## config.mk

```make
export PLATFORM = sky130hd
export DESIGN_NAME = sram_ecc_top
export DESIGN_NICKNAME = d
export VERILOG_FILES = /design/src/design/ecc_pkg.sv /design/src/design/page_decoder.sv /design/src/design/page_encoder.sv /design/src/design/page_store.sv /design/src/design/sram_ecc_top.sv
export SDC_FILE = /design/constraint.sdc
export NUM_CORES = 1
export LEC_CHECK = 0
export BUFFER_PORTS_ARGS = -buffer_cell sky130_fd_sc_hd__buf_4
export CORE_MARGIN = 3
export CORE_UTILIZATION = 48
export DETAILED_ROUTE_END_ITERATION = 8
export HOLD_SLACK_MARGIN = 0.03
export PLACE_DENSITY = 0.64
export SLEW_MARGIN = 20
export SYNTH_ARGS = -nofsm -noshare
export SYNTH_HDL_FRONTEND = slang
export SYNTH_SLANG_ARGS = --single-unit
```

## constraint.sdc

```tcl
create_clock -name clk -period 6.7 [get_ports clk]
set_input_delay 0.335 -clock clk [delete_from_list [all_inputs] [get_ports clk]]
set_output_delay 0.335 -clock clk [all_outputs]
set_load 0.03 [all_outputs]
```

## src/design/ecc_pkg.sv

```systemverilog
`default_nettype none

package ecc_pkg;

    ////////////////////////////////////////////////////////////////////////////
    // page geometry
    ////////////////////////////////////////////////////////////////////////////
    localparam int word_width     = 16;
    localparam int page_words     = 8;
    localparam int word_idx_width = 3;
    localparam int bit_idx_width  = 4;
    localparam int code_width     = 8;
    localparam int status_width   = 2;

    localparam logic [word_idx_width-1:0] last_word = word_idx_width'(page_words - 1);

    ////////////////////////////////////////////////////////////////////////////
    // code layout
    ////////////////////////////////////////////////////////////////////////////
    localparam int word_par_lsb = 0;
    localparam int bit_par_lsb  = word_par_lsb + word_idx_width;
    localparam int overall_bit  = bit_par_lsb + bit_idx_width;

    // page status
    localparam logic [status_width-1:0] status_clean         = 2'd0;
    localparam logic [status_width-1:0] status_corrected     = 2'd1;
    localparam logic [status_width-1:0] status_uncorrectable = 2'd2;

    // contribution of one word at position idx to the page code
    function automatic logic [code_width-1:0] code_fold(
        input logic [word_width-1:0]     w,
        input logic [word_idx_width-1:0] idx
    );
        logic                  p;
        logic [code_width-1:0] c;
        p = ^w;
        c = '0;
        for (int k = 0; k < word_idx_width; k++) begin
            c[word_par_lsb + k] = idx[k] & p;
        end
        for (int b = 0; b < word_width; b++) begin
            for (int j = 0; j < bit_idx_width; j++) begin
                if (b[j]) begin
                    c[bit_par_lsb + j] = c[bit_par_lsb + j] ^ w[b];
                end
            end
        end
        c[overall_bit] = p;
        return c;
    endfunction

endpackage

`default_nettype wire

```

## src/design/page_decoder.sv

```systemverilog
`default_nettype none

module page_decoder (
    input  logic                               clk,
    input  logic                               rst_n,
    input  logic                               full,
    output logic                               rd_req,
    input  logic                               rd_ack,
    output logic [ecc_pkg::word_idx_width-1:0] rd_addr,
    output logic                               rd_free,
    input  logic [ecc_pkg::word_width-1:0]     rd_data,
    input  logic [ecc_pkg::code_width-1:0]     rd_code,
    output logic                               out_req,
    input  logic                               out_ack,
    output logic [ecc_pkg::word_width-1:0]     out_data,
    output logic [ecc_pkg::word_idx_width-1:0] out_index,
    output logic [ecc_pkg::status_width-1:0]   out_status
);

    import ecc_pkg::*;

    typedef enum logic [2:0] {
        S_IDLE,
        S_P1_RD,
        S_P1_WAIT,
        S_P2_RD,
        S_OUT,
        S_OUT_WAIT
    } state_t;

    state_t                  state;
    logic [code_width-1:0]   acc;
    logic [code_width-1:0]   syndrome;
    logic [code_width-1:0]   syn_next;
    logic [status_width-1:0] status_next;
    logic [word_width-1:0]   fix_mask;

    always_comb begin
        syn_next = acc ^ rd_code;
        if (syn_next == '0) begin
            status_next = status_clean;
        end else if (syn_next[overall_bit]) begin
            status_next = status_corrected;
        end else begin
            status_next = status_uncorrectable;
        end
    end

    // syndrome points straight at the flipped bit
    always_comb begin
        fix_mask = '0;
        if (out_status == status_corrected &&
            rd_addr == syndrome[word_par_lsb +: word_idx_width]) begin
            fix_mask[syndrome[bit_par_lsb +: bit_idx_width]] = 1'b1;
        end
    end

    ////////////////////////////////////////////////////////////////////////////
    // two pass FSM
    ////////////////////////////////////////////////////////////////////////////
    always_ff @(posedge clk) begin
        if (!rst_n) begin
            state      <= S_IDLE;
            rd_req     <= 1'b0;
            rd_addr    <= '0;
            rd_free    <= 1'b0;
            out_req    <= 1'b0;
            out_index  <= last_word;
            out_status <= status_clean;
            acc        <= '0;
            syndrome   <= '0;
        end else begin
            case (state)
                S_IDLE: begin
                    if (full && !rd_ack) begin
                        rd_req  <= 1'b1;
                        rd_addr <= '0;
                        rd_free <= 1'b0;
                        acc     <= '0;
                        state   <= S_P1_RD;
                    end
                end
                // pass 1: rebuild the code
                S_P1_RD: begin
                    if (rd_ack) begin
                        rd_req <= 1'b0;
                        acc    <= acc ^ code_fold(rd_data, rd_addr);
                        state  <= S_P1_WAIT;
                    end
                end
                S_P1_WAIT: begin
                    if (!rd_ack) begin
                        rd_req <= 1'b1;
                        if (rd_addr == last_word) begin
                            syndrome   <= syn_next;
                            out_status <= status_next;
                            rd_addr    <= '0;
                            state      <= S_P2_RD;
                        end else begin
                            rd_addr <= rd_addr + 1'b1;
                            state   <= S_P1_RD;
                        end
                    end
                end
                // pass 2: correct and stream out
                S_P2_RD: begin
                    if (rd_ack) begin
                        rd_req    <= 1'b0;
                        out_req   <= 1'b1;
                        out_index <= rd_addr;
                        state     <= S_OUT;
                    end
                end
                S_OUT: begin
                    if (out_ack) begin
                        out_req <= 1'b0;
                        state   <= S_OUT_WAIT;
                    end
                end
                S_OUT_WAIT: begin
                    if (!out_ack && !rd_ack) begin
                        if (rd_addr == last_word) begin
                            rd_free <= 1'b0;
                            state   <= S_IDLE;
                        end else begin
                            rd_req  <= 1'b1;
                            rd_addr <= rd_addr + 1'b1;
                            rd_free <= (rd_addr == last_word - 1'b1);
                            state   <= S_P2_RD;
                        end
                    end
                end
                default: state <= S_IDLE;
            endcase
        end
    end

    always_ff @(posedge clk) begin
        if (state == S_P2_RD && rd_ack) begin
            out_data <= rd_data ^ fix_mask;
        end
    end

    a_out_data_stable: assert property (
        @(posedge clk) disable iff (!rst_n)
        out_req && $past(out_req) |-> $stable(out_data)
    );

    // index wraps from the last word of one page to word 0 of the next
    a_out_index_step: assert property (
        @(posedge clk) disable iff (!rst_n)
        $rose(out_req) |-> out_index == word_idx_width'($past(out_index) + 1'b1)
    );

endmodule

`default_nettype wire

```

## src/design/page_encoder.sv

```systemverilog
`default_nettype none

module page_encoder (
    input  logic                               clk,
    input  logic                               rst_n,
    input  logic                               wr_req,
    output logic                               wr_ack,
    input  logic [ecc_pkg::word_width-1:0]     wr_data,
    input  logic                               full,
    output logic                               st_req,
    input  logic                               st_ack,
    output logic [ecc_pkg::word_idx_width-1:0] st_addr,
    output logic [ecc_pkg::word_width-1:0]     st_data,
    output logic [ecc_pkg::code_width-1:0]     st_code,
    output logic                               st_last
);

    import ecc_pkg::*;

    typedef enum logic [1:0] {
        S_IDLE,
        S_STORE,
        S_ACK
    } state_t;

    state_t                    state;
    logic [word_idx_width-1:0] count;
    logic [code_width-1:0]     code_acc;
    logic                      launch;

    // a new page may only begin once the store has been drained
    assign launch = (state == S_IDLE) && wr_req && !full && !st_ack;

    ////////////////////////////////////////////////////////////////////////////
    // handshake sequencing
    ////////////////////////////////////////////////////////////////////////////
    always_ff @(posedge clk) begin
        if (!rst_n) begin
            state    <= S_IDLE;
            st_req   <= 1'b0;
            wr_ack   <= 1'b0;
            count    <= '0;
            code_acc <= '0;
        end else begin
            case (state)
                S_IDLE: begin
                    if (launch) begin
                        st_req <= 1'b1;
                        state  <= S_STORE;
                    end
                end
                S_STORE: begin
                    if (st_ack) begin
                        st_req   <= 1'b0;
                        wr_ack   <= 1'b1;
                        count    <= count + 1'b1;
                        // st_code already holds the code up to this word
                        code_acc <= st_last ? '0 : st_code;
                        state    <= S_ACK;
                    end
                end
                S_ACK: begin
                    if (!wr_req) begin
                        wr_ack <= 1'b0;
                        state  <= S_IDLE;
                    end
                end
                default: state <= S_IDLE;
            endcase
        end
    end

    // word and running code held for the store
    always_ff @(posedge clk) begin
        if (launch) begin
            st_addr <= count;
            st_data <= wr_data;
            st_code <= code_acc ^ code_fold(wr_data, count);
            st_last <= (count == last_word);
        end
    end

    ////////////////////////////////////////////////////////////////////////////
    // checks
    ////////////////////////////////////////////////////////////////////////////
    a_st_data_stable: assert property (
        @(posedge clk) disable iff (!rst_n)
        st_req && $past(st_req) |-> $stable(st_data)
    );

    // host ack follows the store ack of the word just counted
    a_wr_ack_after_store: assert property (
        @(posedge clk) disable iff (!rst_n)
        $rose(wr_ack) |-> $past(st_req && st_ack) && count == word_idx_width'(st_addr + 1'b1)
    );

endmodule

`default_nettype wire

```

## src/design/page_store.sv

```systemverilog
`default_nettype none

module page_store (
    input  logic                               clk,
    input  logic                               rst_n,
    input  logic                               st_req,
    output logic                               st_ack,
    input  logic [ecc_pkg::word_idx_width-1:0] st_addr,
    input  logic [ecc_pkg::word_width-1:0]     st_data,
    input  logic [ecc_pkg::code_width-1:0]     st_code,
    input  logic                               st_last,
    input  logic                               rd_req,
    output logic                               rd_ack,
    input  logic [ecc_pkg::word_idx_width-1:0] rd_addr,
    input  logic                               rd_free,
    output logic [ecc_pkg::word_width-1:0]     rd_data,
    output logic [ecc_pkg::code_width-1:0]     rd_code,
    input  logic                               inj_req,
    output logic                               inj_ack,
    input  logic [ecc_pkg::word_idx_width-1:0] inj_word,
    input  logic [ecc_pkg::bit_idx_width-1:0]  inj_bit,
    output logic                               full
);

    import ecc_pkg::*;

    logic [word_width-1:0] mem [page_words];
    logic [code_width-1:0] code_mem;
    logic                  wr_take;
    logic                  rd_take;
    logic                  inj_take;

    // one cycle after req is seen, each port takes its request
    assign wr_take  = st_req && !st_ack && !full;
    assign rd_take  = rd_req && !rd_ack && full;
    assign inj_take = inj_req && !inj_ack;

    ////////////////////////////////////////////////////////////////////////////
    // acks and full flag
    ////////////////////////////////////////////////////////////////////////////
    always_ff @(posedge clk) begin
        if (!rst_n) begin
            st_ack  <= 1'b0;
            rd_ack  <= 1'b0;
            inj_ack <= 1'b0;
            full    <= 1'b0;
        end else begin
            if (wr_take) begin
                st_ack <= 1'b1;
                if (st_last) begin
                    full <= 1'b1;
                end
            end else if (st_ack && !st_req) begin
                st_ack <= 1'b0;
            end

            if (rd_take) begin
                rd_ack <= 1'b1;
                if (rd_free) begin
                    full <= 1'b0;
                end
            end else if (rd_ack && !rd_req) begin
                rd_ack <= 1'b0;
            end

            if (inj_take) begin
                inj_ack <= 1'b1;
            end else if (inj_ack && !inj_req) begin
                inj_ack <= 1'b0;
            end
        end
    end

    ////////////////////////////////////////////////////////////////////////////
    // storage
    ////////////////////////////////////////////////////////////////////////////
    // writes need full low, injection needs full high, so they never collide
    always_ff @(posedge clk) begin
        if (wr_take) begin
            mem[st_addr] <= st_data;
            if (st_last) begin
                code_mem <= st_code;
            end
        end else if (inj_take && full) begin
            mem[inj_word][inj_bit] <= ~mem[inj_word][inj_bit];
        end
    end

    always_ff @(posedge clk) begin
        if (rd_take) begin
            rd_data <= mem[rd_addr];
            rd_code <= code_mem;
        end
    end

    // a pending request on the wrong side of full would never be served
    a_no_write_when_full: assert property (
        @(posedge clk) disable iff (!rst_n)
        st_req && !st_ack |-> !full
    );

    a_no_read_when_empty: assert property (
        @(posedge clk) disable iff (!rst_n)
        rd_req && !rd_ack |-> full
    );

endmodule

`default_nettype wire

```

## src/design/sram_ecc_top.sv

```systemverilog
`default_nettype none

module sram_ecc_top (
    input  logic                               clk,
    input  logic                               rst_n,
    // host write side
    input  logic                               wr_req,
    output logic                               wr_ack,
    input  logic [ecc_pkg::word_width-1:0]     wr_data,
    // error injection
    input  logic                               inj_req,
    output logic                               inj_ack,
    input  logic [ecc_pkg::word_idx_width-1:0] inj_word,
    input  logic [ecc_pkg::bit_idx_width-1:0]  inj_bit,
    // host read side
    output logic                               out_req,
    input  logic                               out_ack,
    output logic [ecc_pkg::word_width-1:0]     out_data,
    output logic [ecc_pkg::word_idx_width-1:0] out_index,
    output logic [ecc_pkg::status_width-1:0]   out_status
);

    import ecc_pkg::*;

    logic                      full;

    logic                      st_req;
    logic                      st_ack;
    logic [word_idx_width-1:0] st_addr;
    logic [word_width-1:0]     st_data;
    logic [code_width-1:0]     st_code;
    logic                      st_last;

    logic                      rd_req;
    logic                      rd_ack;
    logic [word_idx_width-1:0] rd_addr;
    logic                      rd_free;
    logic [word_width-1:0]     rd_data;
    logic [code_width-1:0]     rd_code;

    ////////////////////////////////////////////////////////////////////////////
    // encoder -> store -> decoder
    ////////////////////////////////////////////////////////////////////////////
    page_encoder encoder_i (
        .clk     (clk),
        .rst_n   (rst_n),
        .wr_req  (wr_req),
        .wr_ack  (wr_ack),
        .wr_data (wr_data),
        .full    (full),
        .st_req  (st_req),
        .st_ack  (st_ack),
        .st_addr (st_addr),
        .st_data (st_data),
        .st_code (st_code),
        .st_last (st_last)
    );

    page_store store_i (
        .clk      (clk),
        .rst_n    (rst_n),
        .st_req   (st_req),
        .st_ack   (st_ack),
        .st_addr  (st_addr),
        .st_data  (st_data),
        .st_code  (st_code),
        .st_last  (st_last),
        .rd_req   (rd_req),
        .rd_ack   (rd_ack),
        .rd_addr  (rd_addr),
        .rd_free  (rd_free),
        .rd_data  (rd_data),
        .rd_code  (rd_code),
        .inj_req  (inj_req),
        .inj_ack  (inj_ack),
        .inj_word (inj_word),
        .inj_bit  (inj_bit),
        .full     (full)
    );

    page_decoder decoder_i (
        .clk        (clk),
        .rst_n      (rst_n),
        .full       (full),
        .rd_req     (rd_req),
        .rd_ack     (rd_ack),
        .rd_addr    (rd_addr),
        .rd_free    (rd_free),
        .rd_data    (rd_data),
        .rd_code    (rd_code),
        .out_req    (out_req),
        .out_ack    (out_ack),
        .out_data   (out_data),
        .out_index  (out_index),
        .out_status (out_status)
    );

endmodule

`default_nettype wire

```

==> metrics.txt, run 1 <==
run status complete, no violations; Hold Crit Start out_ack; synthesized netlist cell count ~920; syn nets 957; asr flop ratio synth 0%; Critical-path top delay cell nand3_1; post-route cell area about 14,000 um^2; P_leak roughly 4.6 nW; final setup margin between 3 and 4 ns; full die area around 27,000 um^2; DR iter-0 viols 611; setup_tns 0 ns; initial antenna violation count 0; total number of H-tree levels 1; period utilization a little under half; Vias/cell roughly 5.6; clock root cell clkbuf_16; DP Wirelength about 17,000 um; Post-Syn Area per Cell 13.0 um^2; FP Rows 57; pre-CTS setup slack around 3.2 ns; reg2reg end store_i.mem[0][14]$_DFFE_PP_; GRT Total Usage between 20 and 25%; final hold vios 0; Post-synth EDFFs approximately 200; RSZ-0062 raised after global routing false; hold worst-path end decoder_i.out_req$_SDFFE_PN0P_; Inserted Clock Buffers 27; Initial Util between 40% and 50%; Nets roughly 1,000; startpoint class of the critical path flop; port buffer count 51; Post-Place Cell Area between 10,000 and 15,000 um^2; commonest non-fill, non-tap cell in the layout edfxtp_1; R2R depth 7; crit path capture type flop; Post-Place Cells 1,256; CP Class reg -> reg; Via Count between 7,000 and 8,000; Hold WC Path Type in -> reg; ys flop type edfxtp_1; critical path peak fanout 26; vias in the first global route approximately 7,500; Synth-to-Final Area Change 14.0%; CTS clk-pin slew, worst paths ~0.060 ns; final setup vio count 0; Clock Latency Late Sink ~0.53 ns; crit path cell chain inv_1 > ha_1 > nand2_1 > buf_4 > mux2i_1 > nand3_1 > nor2_1; Crit path largest cell delay between 0.8 and 0.9 ns; Seq/Total Area, Yosys 58.9%; Yosys warnings 0; mapped cell area roughly 12,000 um^2; Worst R2R Start store_i.inj_ack$_SDFFE_PN0P_; CTS tree done; Min-Delay Path Depth 2; Max Freq ~320 MHz; final slew viol count 0; # diodes 0; most frequent cells in the layout edfxtp_1, nor2_1, xnor2_1; DRC Markers 0; grt ovf 0; post_cts resized 0; drt pass-1 iters 7; non-filler cells, final 1,322; Final GP Congestion around 0.81; #FFs+latches synth 252; Period minus WS final 3.11 ns; CTS sink cnt 252; Arrival @ worst endpoint ~3.3 ns; max-cap violation count 0; drt wl/cell just over 20 um; largest net degree at the start of global routing 42; core box area roughly 24,000 um^2; worst-margin pin slew 1.11 ns; Detail Route Antenna Nets 0; CTS Buffer Depth 3; CP required slightly below 7 ns; die span in y between 150 and 200 um; Clock Skews 0.00895 ns; share of layout cells above drive strength 1 roughly 18%; first-pass GRT wire length ~42,000 um; Ports 52; Yosys cell types 50; Slew headroom between 20% and 30%; final wirelength 27,100 um; die width between 150 and 200 um; r2r setup slk around 3.6 ns; cell area power density 274 nW/um^2; Max IR drop VDD roughly 0.0002 V
==> metrics by stage <==
stage	hold slack, ns	util (%)	total power, W
finish	0.0602	56.1	0.00376
global route	0.0624	56.1	0.00390
CTS	0.0364	56.1	0.00379
detailed placement	0.405	51.7	0.00228
global placement	0.404	51.7	0.00227
floorplan	0.400	-	0.00214
==> flip-flops by register name, summed over array words and instances (netlist names), 7 cells and up <==
| signal | cells |
|---|---|
| decoder_i.out_data | 16 |
| store_i.code_mem | 8 |
| store_i.rd_code | 8 |
| decoder_i.syndrome | 7 |
| encoder_i.st_data | 16 |
| encoder_i.code_acc | 8 |
| decoder_i.acc | 8 |
| store_i.rd_data | 16 |
| store_i.mem | 128 |
| encoder_i.st_code | 8 |
==> worst max-delay path by stage <==
| stage | from | end | cells after the start |
|---|---|---|---|
| 5_1_grt | store_i.inj_ack$_SDFFE_PN0P_ | store_i.mem[0][14]$_DFFE_PP_ | 7 |
| 2_1_floorplan | store_i.full$_SDFF_PN0_ | encoder_i.st_req$_SDFFE_PN0P_ | 4 |
| 3_3_place_gp | inj_word[0] | store_i.mem[1][8]$_DFFE_PP_ | 8 |
| 3_5_place_dp | inj_word[0] | store_i.mem[1][4]$_DFFE_PP_ | 8 |
| 6_report | store_i.inj_ack$_SDFFE_PN0P_ | store_i.mem[0][14]$_DFFE_PP_ | 7 |
| 4_1_cts | store_i.inj_ack$_SDFFE_PN0P_ | store_i.mem[0][14]$_DFFE_PP_ | 7 |
==> layout make-up <==
class | instances | area (um^2)
fillers | 1997 | 10700
clock buffers | 32 | 704
clock inverters | 17 | 199
flip-flops and latches | 252 | 7090
repair buffers | 75 | 606
well taps | 324 | 405
inverters | 10 | 37.5
multi-input cells | 612 | 4670
==> cells by family after synthesis <==
| group | count (synthesis) | share of synthesized area [%] |
|---|---|---|
| xor+xnor | 97 | 7.06 |
| mux | 110 | 15.2 |
| simple gates | 298 | 10.7 |
| flops | 252 | 58.9 |
| fa+ha+maj | 6 | 0.624 |
| buf+inv | 59 | 2.29 |
| compound gates | 101 | 5.26 |
==> what timing repair did <==
item                                   CTS  global route
hold buffers                            17             0
endpoints found under the hold margin   18             0
setup endpoints to repair                0             0
setup buffers                            0             0
==> Yosys cell counts (3+ instances only) <==
cell type | n | share of area [%]
a211oi_1 | 10 | 0.62
a21o_1 | 16 | 1.0
a21oi_1 | 38 | 1.6
a22oi_1 | 4 | 0.25
and2_1 | 3 | 0.16
buf_1 | 5 | 0.16
buf_2 | 7 | 0.29
buf_6 | 5 | 0.47
clkbuf_1 | 30 | 0.94
dfxtp_1 | 48 | 8.0
edfxtp_1 | 204 | 51
ha_1 | 6 | 0.62
inv_1 | 9 | 0.28
mux2_2 | 18 | 1.7
mux2i_1 | 36 | 3.0
mux4_2 | 56 | 10
nand2_1 | 44 | 1.4
nand2b_1 | 7 | 0.36
nand3_1 | 19 | 0.79
nand3b_1 | 3 | 0.19
nor2_1 | 189 | 5.9
nor2b_1 | 8 | 0.42
nor3_1 | 3 | 0.12
nor3b_1 | 8 | 0.50
o21ai_0 | 7 | 0.29
o21ai_1 | 3 | 0.12
o22ai_1 | 9 | 0.47
xnor2_1 | 69 | 5.0
xor2_1 | 28 | 2.0
==> routing by layer <==
metal | global-route usage (%) | part of all wire (%)
met3 | 3.38 | 6.0
met2 | 34.2 | 50
met1 | 27.1 | 41
met5 | 0 | 0
met4 | 6.81 | 3.4
==> report_power, final <==
group / switching (W) / leakage, nW / internal [W] / total, W
Sequential: 0.0000470 / 2.25 / 0.00179 / 0.00184
Clock: 0.000596 / 0.420 / 0.000904 / 0.00150
Combinational: 0.000271 / 1.95 / 0.000147 / 0.000418
==> worst max-delay path: cells and delay by family (launching register included) <==
family        cells  cell delay [ns]
simple gates      3             1.35
mux               1             0.45
buf+inv           2             0.41
flops             1             0.36
fa+ha+maj         1             0.20
(Power assumes the default switching activity.)
==> run 2: changes to the inputs <==
- ABC_AREA: not set -> 1
- PLACE_DENSITY: 0.64 -> 0.66
- clock period: 6.7 -> 2.55 ns (I/O delays scaled with it)
==> run 2 against run 1 <==
Net effect: design area grew 8.4%; non-clock buffer count rose by 49; clock-buffer cell count up 8; die area grew 5.4%.
==> metrics.txt, run 2 <==
FP Rows 58; Largest Register store_i.mem; clock root cell clkbuf_16; Yosys warnings 0; drt wl/cell approximately 18 um; hold slack ~0.32 ns; die width 169 um; critical path peak fanout 23; initial antenna violation count 0; max reg flops approximately 130; #FFs+latches synth about 250; Detail Route Antenna Nets 0; CTS Buffer Depth 3; run status complete, no violations; startpoint class of the critical path flop; worst-margin pin slew 1.01 ns; final wirelength approximately 34,000 um; area occupied by multi-input gates approximately 4700 um^2; asr flop ratio synth 0%; vias in the first global route 9,750; final slew viol count 0; cell area power density between 700 and 800 nW/um^2; Post-synth EDFFs 204; period utilization between 90% and 100%; worst path bufs/invs 3; DR iter-0 viols between 1,000 and 1,500; Final GP Congestion ~0.93; Synth area leaders edfxtp_1, nand2_1, dfxtp_1; core box area between 20,000 and 30,000 um^2; Arrival @ worst endpoint around 2.7 ns; most common cell in the netlist nand2_1; area share of the largest cell type after synthesis between 40% and 50%; CP required ~2.8 ns; cell family with most CP delay simple AND/OR/NAND/NOR gates; drt pass-1 iters 6; Reg area between 7000 and 8000 um^2; Post-Syn Area per Cell 8.85 um^2; CTS sink cnt between 200 and 300; CTS tree done; RSZ-0062 raised after global routing true; Seq/Total Area, Yosys around 56%; Clock Latency Late Sink between 0.5 and 0.6 ns; final setup vio count 0; Max IR drop VDD roughly 0.00055 V; Nets ~1,600; Tot Pwr between 0.01 and 0.015 W; synthesized netlist cell count 1,435; Synth-to-Final Area Change 17.0%; Via Count about 11,000; P_leak around 5.8 nW; die span in y ~170 um; Fillers ~2,200; DRC Markers 0; CP Class reg -> reg; first-pass GRT wire length 53,000 um; max-cap violation count 0; Critical-path top delay cell nand2_1; synth cell count leaders nand2_1, nor2_1, edfxtp_1; syn nets 1,469; share of layout cells above drive strength 1 roughly a tenth; Inserted Clock Buffers 28; GRT Total Usage a little under a quarter; ys flop type edfxtp_1; Vias/cell between 5 and 6; Yosys cell types 30; full die area roughly 28,000 um^2; Slew headroom around 33%; setup bufs post-CTS 0; Ports 52; Initial Util between 40% and 50%; grt ovf 0; port buffer count between 50 and 60; largest net degree at the start of global routing 67; final hold vios 0; largest area contributor in the netlist edfxtp_1; CTS clk-pin slew, worst paths 0.06 ns; most frequent cells in the layout nand2_1, nor2_1, edfxtp_1; Hold WC Path Type in -> reg; # diodes 0; crit path capture type flop; Period minus WS final between 2 and 2.5 ns; Crit path largest cell delay 0.39 ns; DP Wirelength around 23,000 um; mapped cell area between 10,000 and 15,000 um^2; total number of H-tree levels 1; Clock Skews 0.0163 ns; Max Freq roughly 410 MHz; commonest non-fill, non-tap cell in the layout nand2_1; crit path cell chain inv_1 > ha_1 > nand2_1 > buf_4 > o21ai_0 > inv_1 > nor2_1 > nand2_1 > nor2_1
[run 2: final timing paths]
check	cells past startpoint	start	slack, ns	endpoint
setup / recovery	9	store_i.inj_ack$_SDFFE_PN0P_	0.09	store_i.mem[1][11]$_DFFE_PP_
hold / removal	5	inj_bit[2]	0.32	store_i.mem[5][3]$_DFFE_PP_
hold reg to reg	0	store_i.code_mem[0]$_DFFE_PP_	0.42	store_i.rd_code[0]$_DFFE_PP_
setup reg to reg	9	store_i.inj_ack$_SDFFE_PN0P_	0.09	store_i.mem[1][11]$_DFFE_PP_
[run 2: area by class of cell]
type,count,share of cell area (%)
Clock buffer,40,5.44
Clock inverter,12,0.951
Inverter,159,4.02
Multi-Input combinational cell,958,31.7
Sequential cell,252,47.7
Tap cell,330,2.78
Timing Repair Buffer,124,7.44
[run 2: worst register-to-register path, cell delays in order (launching register included)]
cell	delay, ns
dfxtp_1	0.32
inv_1	0.07
ha_1	0.17
nand2_1	0.09
buf_4	0.22
o21ai_0	0.36
inv_1	0.10
nor2_1	0.16
nand2_1	0.39
nor2_1	0.28
[run 2: power breakdown]
group	switching (W)	internal, W	leakage (nW)
clock network	0.00165	0.00251	0.470
registers	0.000162	0.00477	2.25
logic	0.00173	0.000835	3.10
[run 2: layer usage]
| metal | wire [um] | up-vias | part of all wire, % | track usage, % |
|---|---|---|---|---|
| met5 | 0 | - | 0 | 0 |
| met4 | 783 | 0 | 2.3 | 6.23 |
| met3 | 3520 | 65 | 10 | 4.16 |
| met2 | 15500 | 572 | 46 | 37.5 |
| met1 | 14200 | 4955 | 42 | 33.6 |
| li1 | - | 4973 | - | - |
[run 2: cell families (layout without fill, tap and decap cells)]
| group | count (synthesis) | count (layout) | synth area share, % |
|---|---|---|---|
| AND/OR/NAND/NOR | 606 | 606 | 19.2 |
| AO/OA/AOI/OAI | 262 | 262 | 11.5 |
| adder cells (fa/ha/maj) | 6 | 6 | 0.591 |
| buffers and inverters | 225 | 335 | 7.14 |
| flip-flops | 252 | 252 | 55.8 |
| XOR/XNOR | 84 | 84 | 5.79 |
[run 2: per-stage QoR]
stage | instance area [um^2] | utilization, % | TNS, ns | setup slack [ns] | std cells
2_1_floorplan | 12700 | - | 0 | 0.276 | 1435
3_3_place_gp | 13700 | 53.5 | 0 | 0.154 | 1803
3_5_place_dp | 13700 | 53.5 | 0 | 0.0976 | 1803
4_1_cts | 14900 | 58.0 | 0 | 0.0608 | 1875
5_1_grt | 14900 | 58.0 | -3.72 | -0.173 | 1875
6_report | 14900 | 58.0 | 0 | 0.0879 | 1875
[run 2: what timing repair did]
action                                 in CTS  in global routing
hold buffers                               20                  0
resized for setup                           0                  1
setup endpoints to repair                   0                 48
endpoints found under the hold margin      35                  0
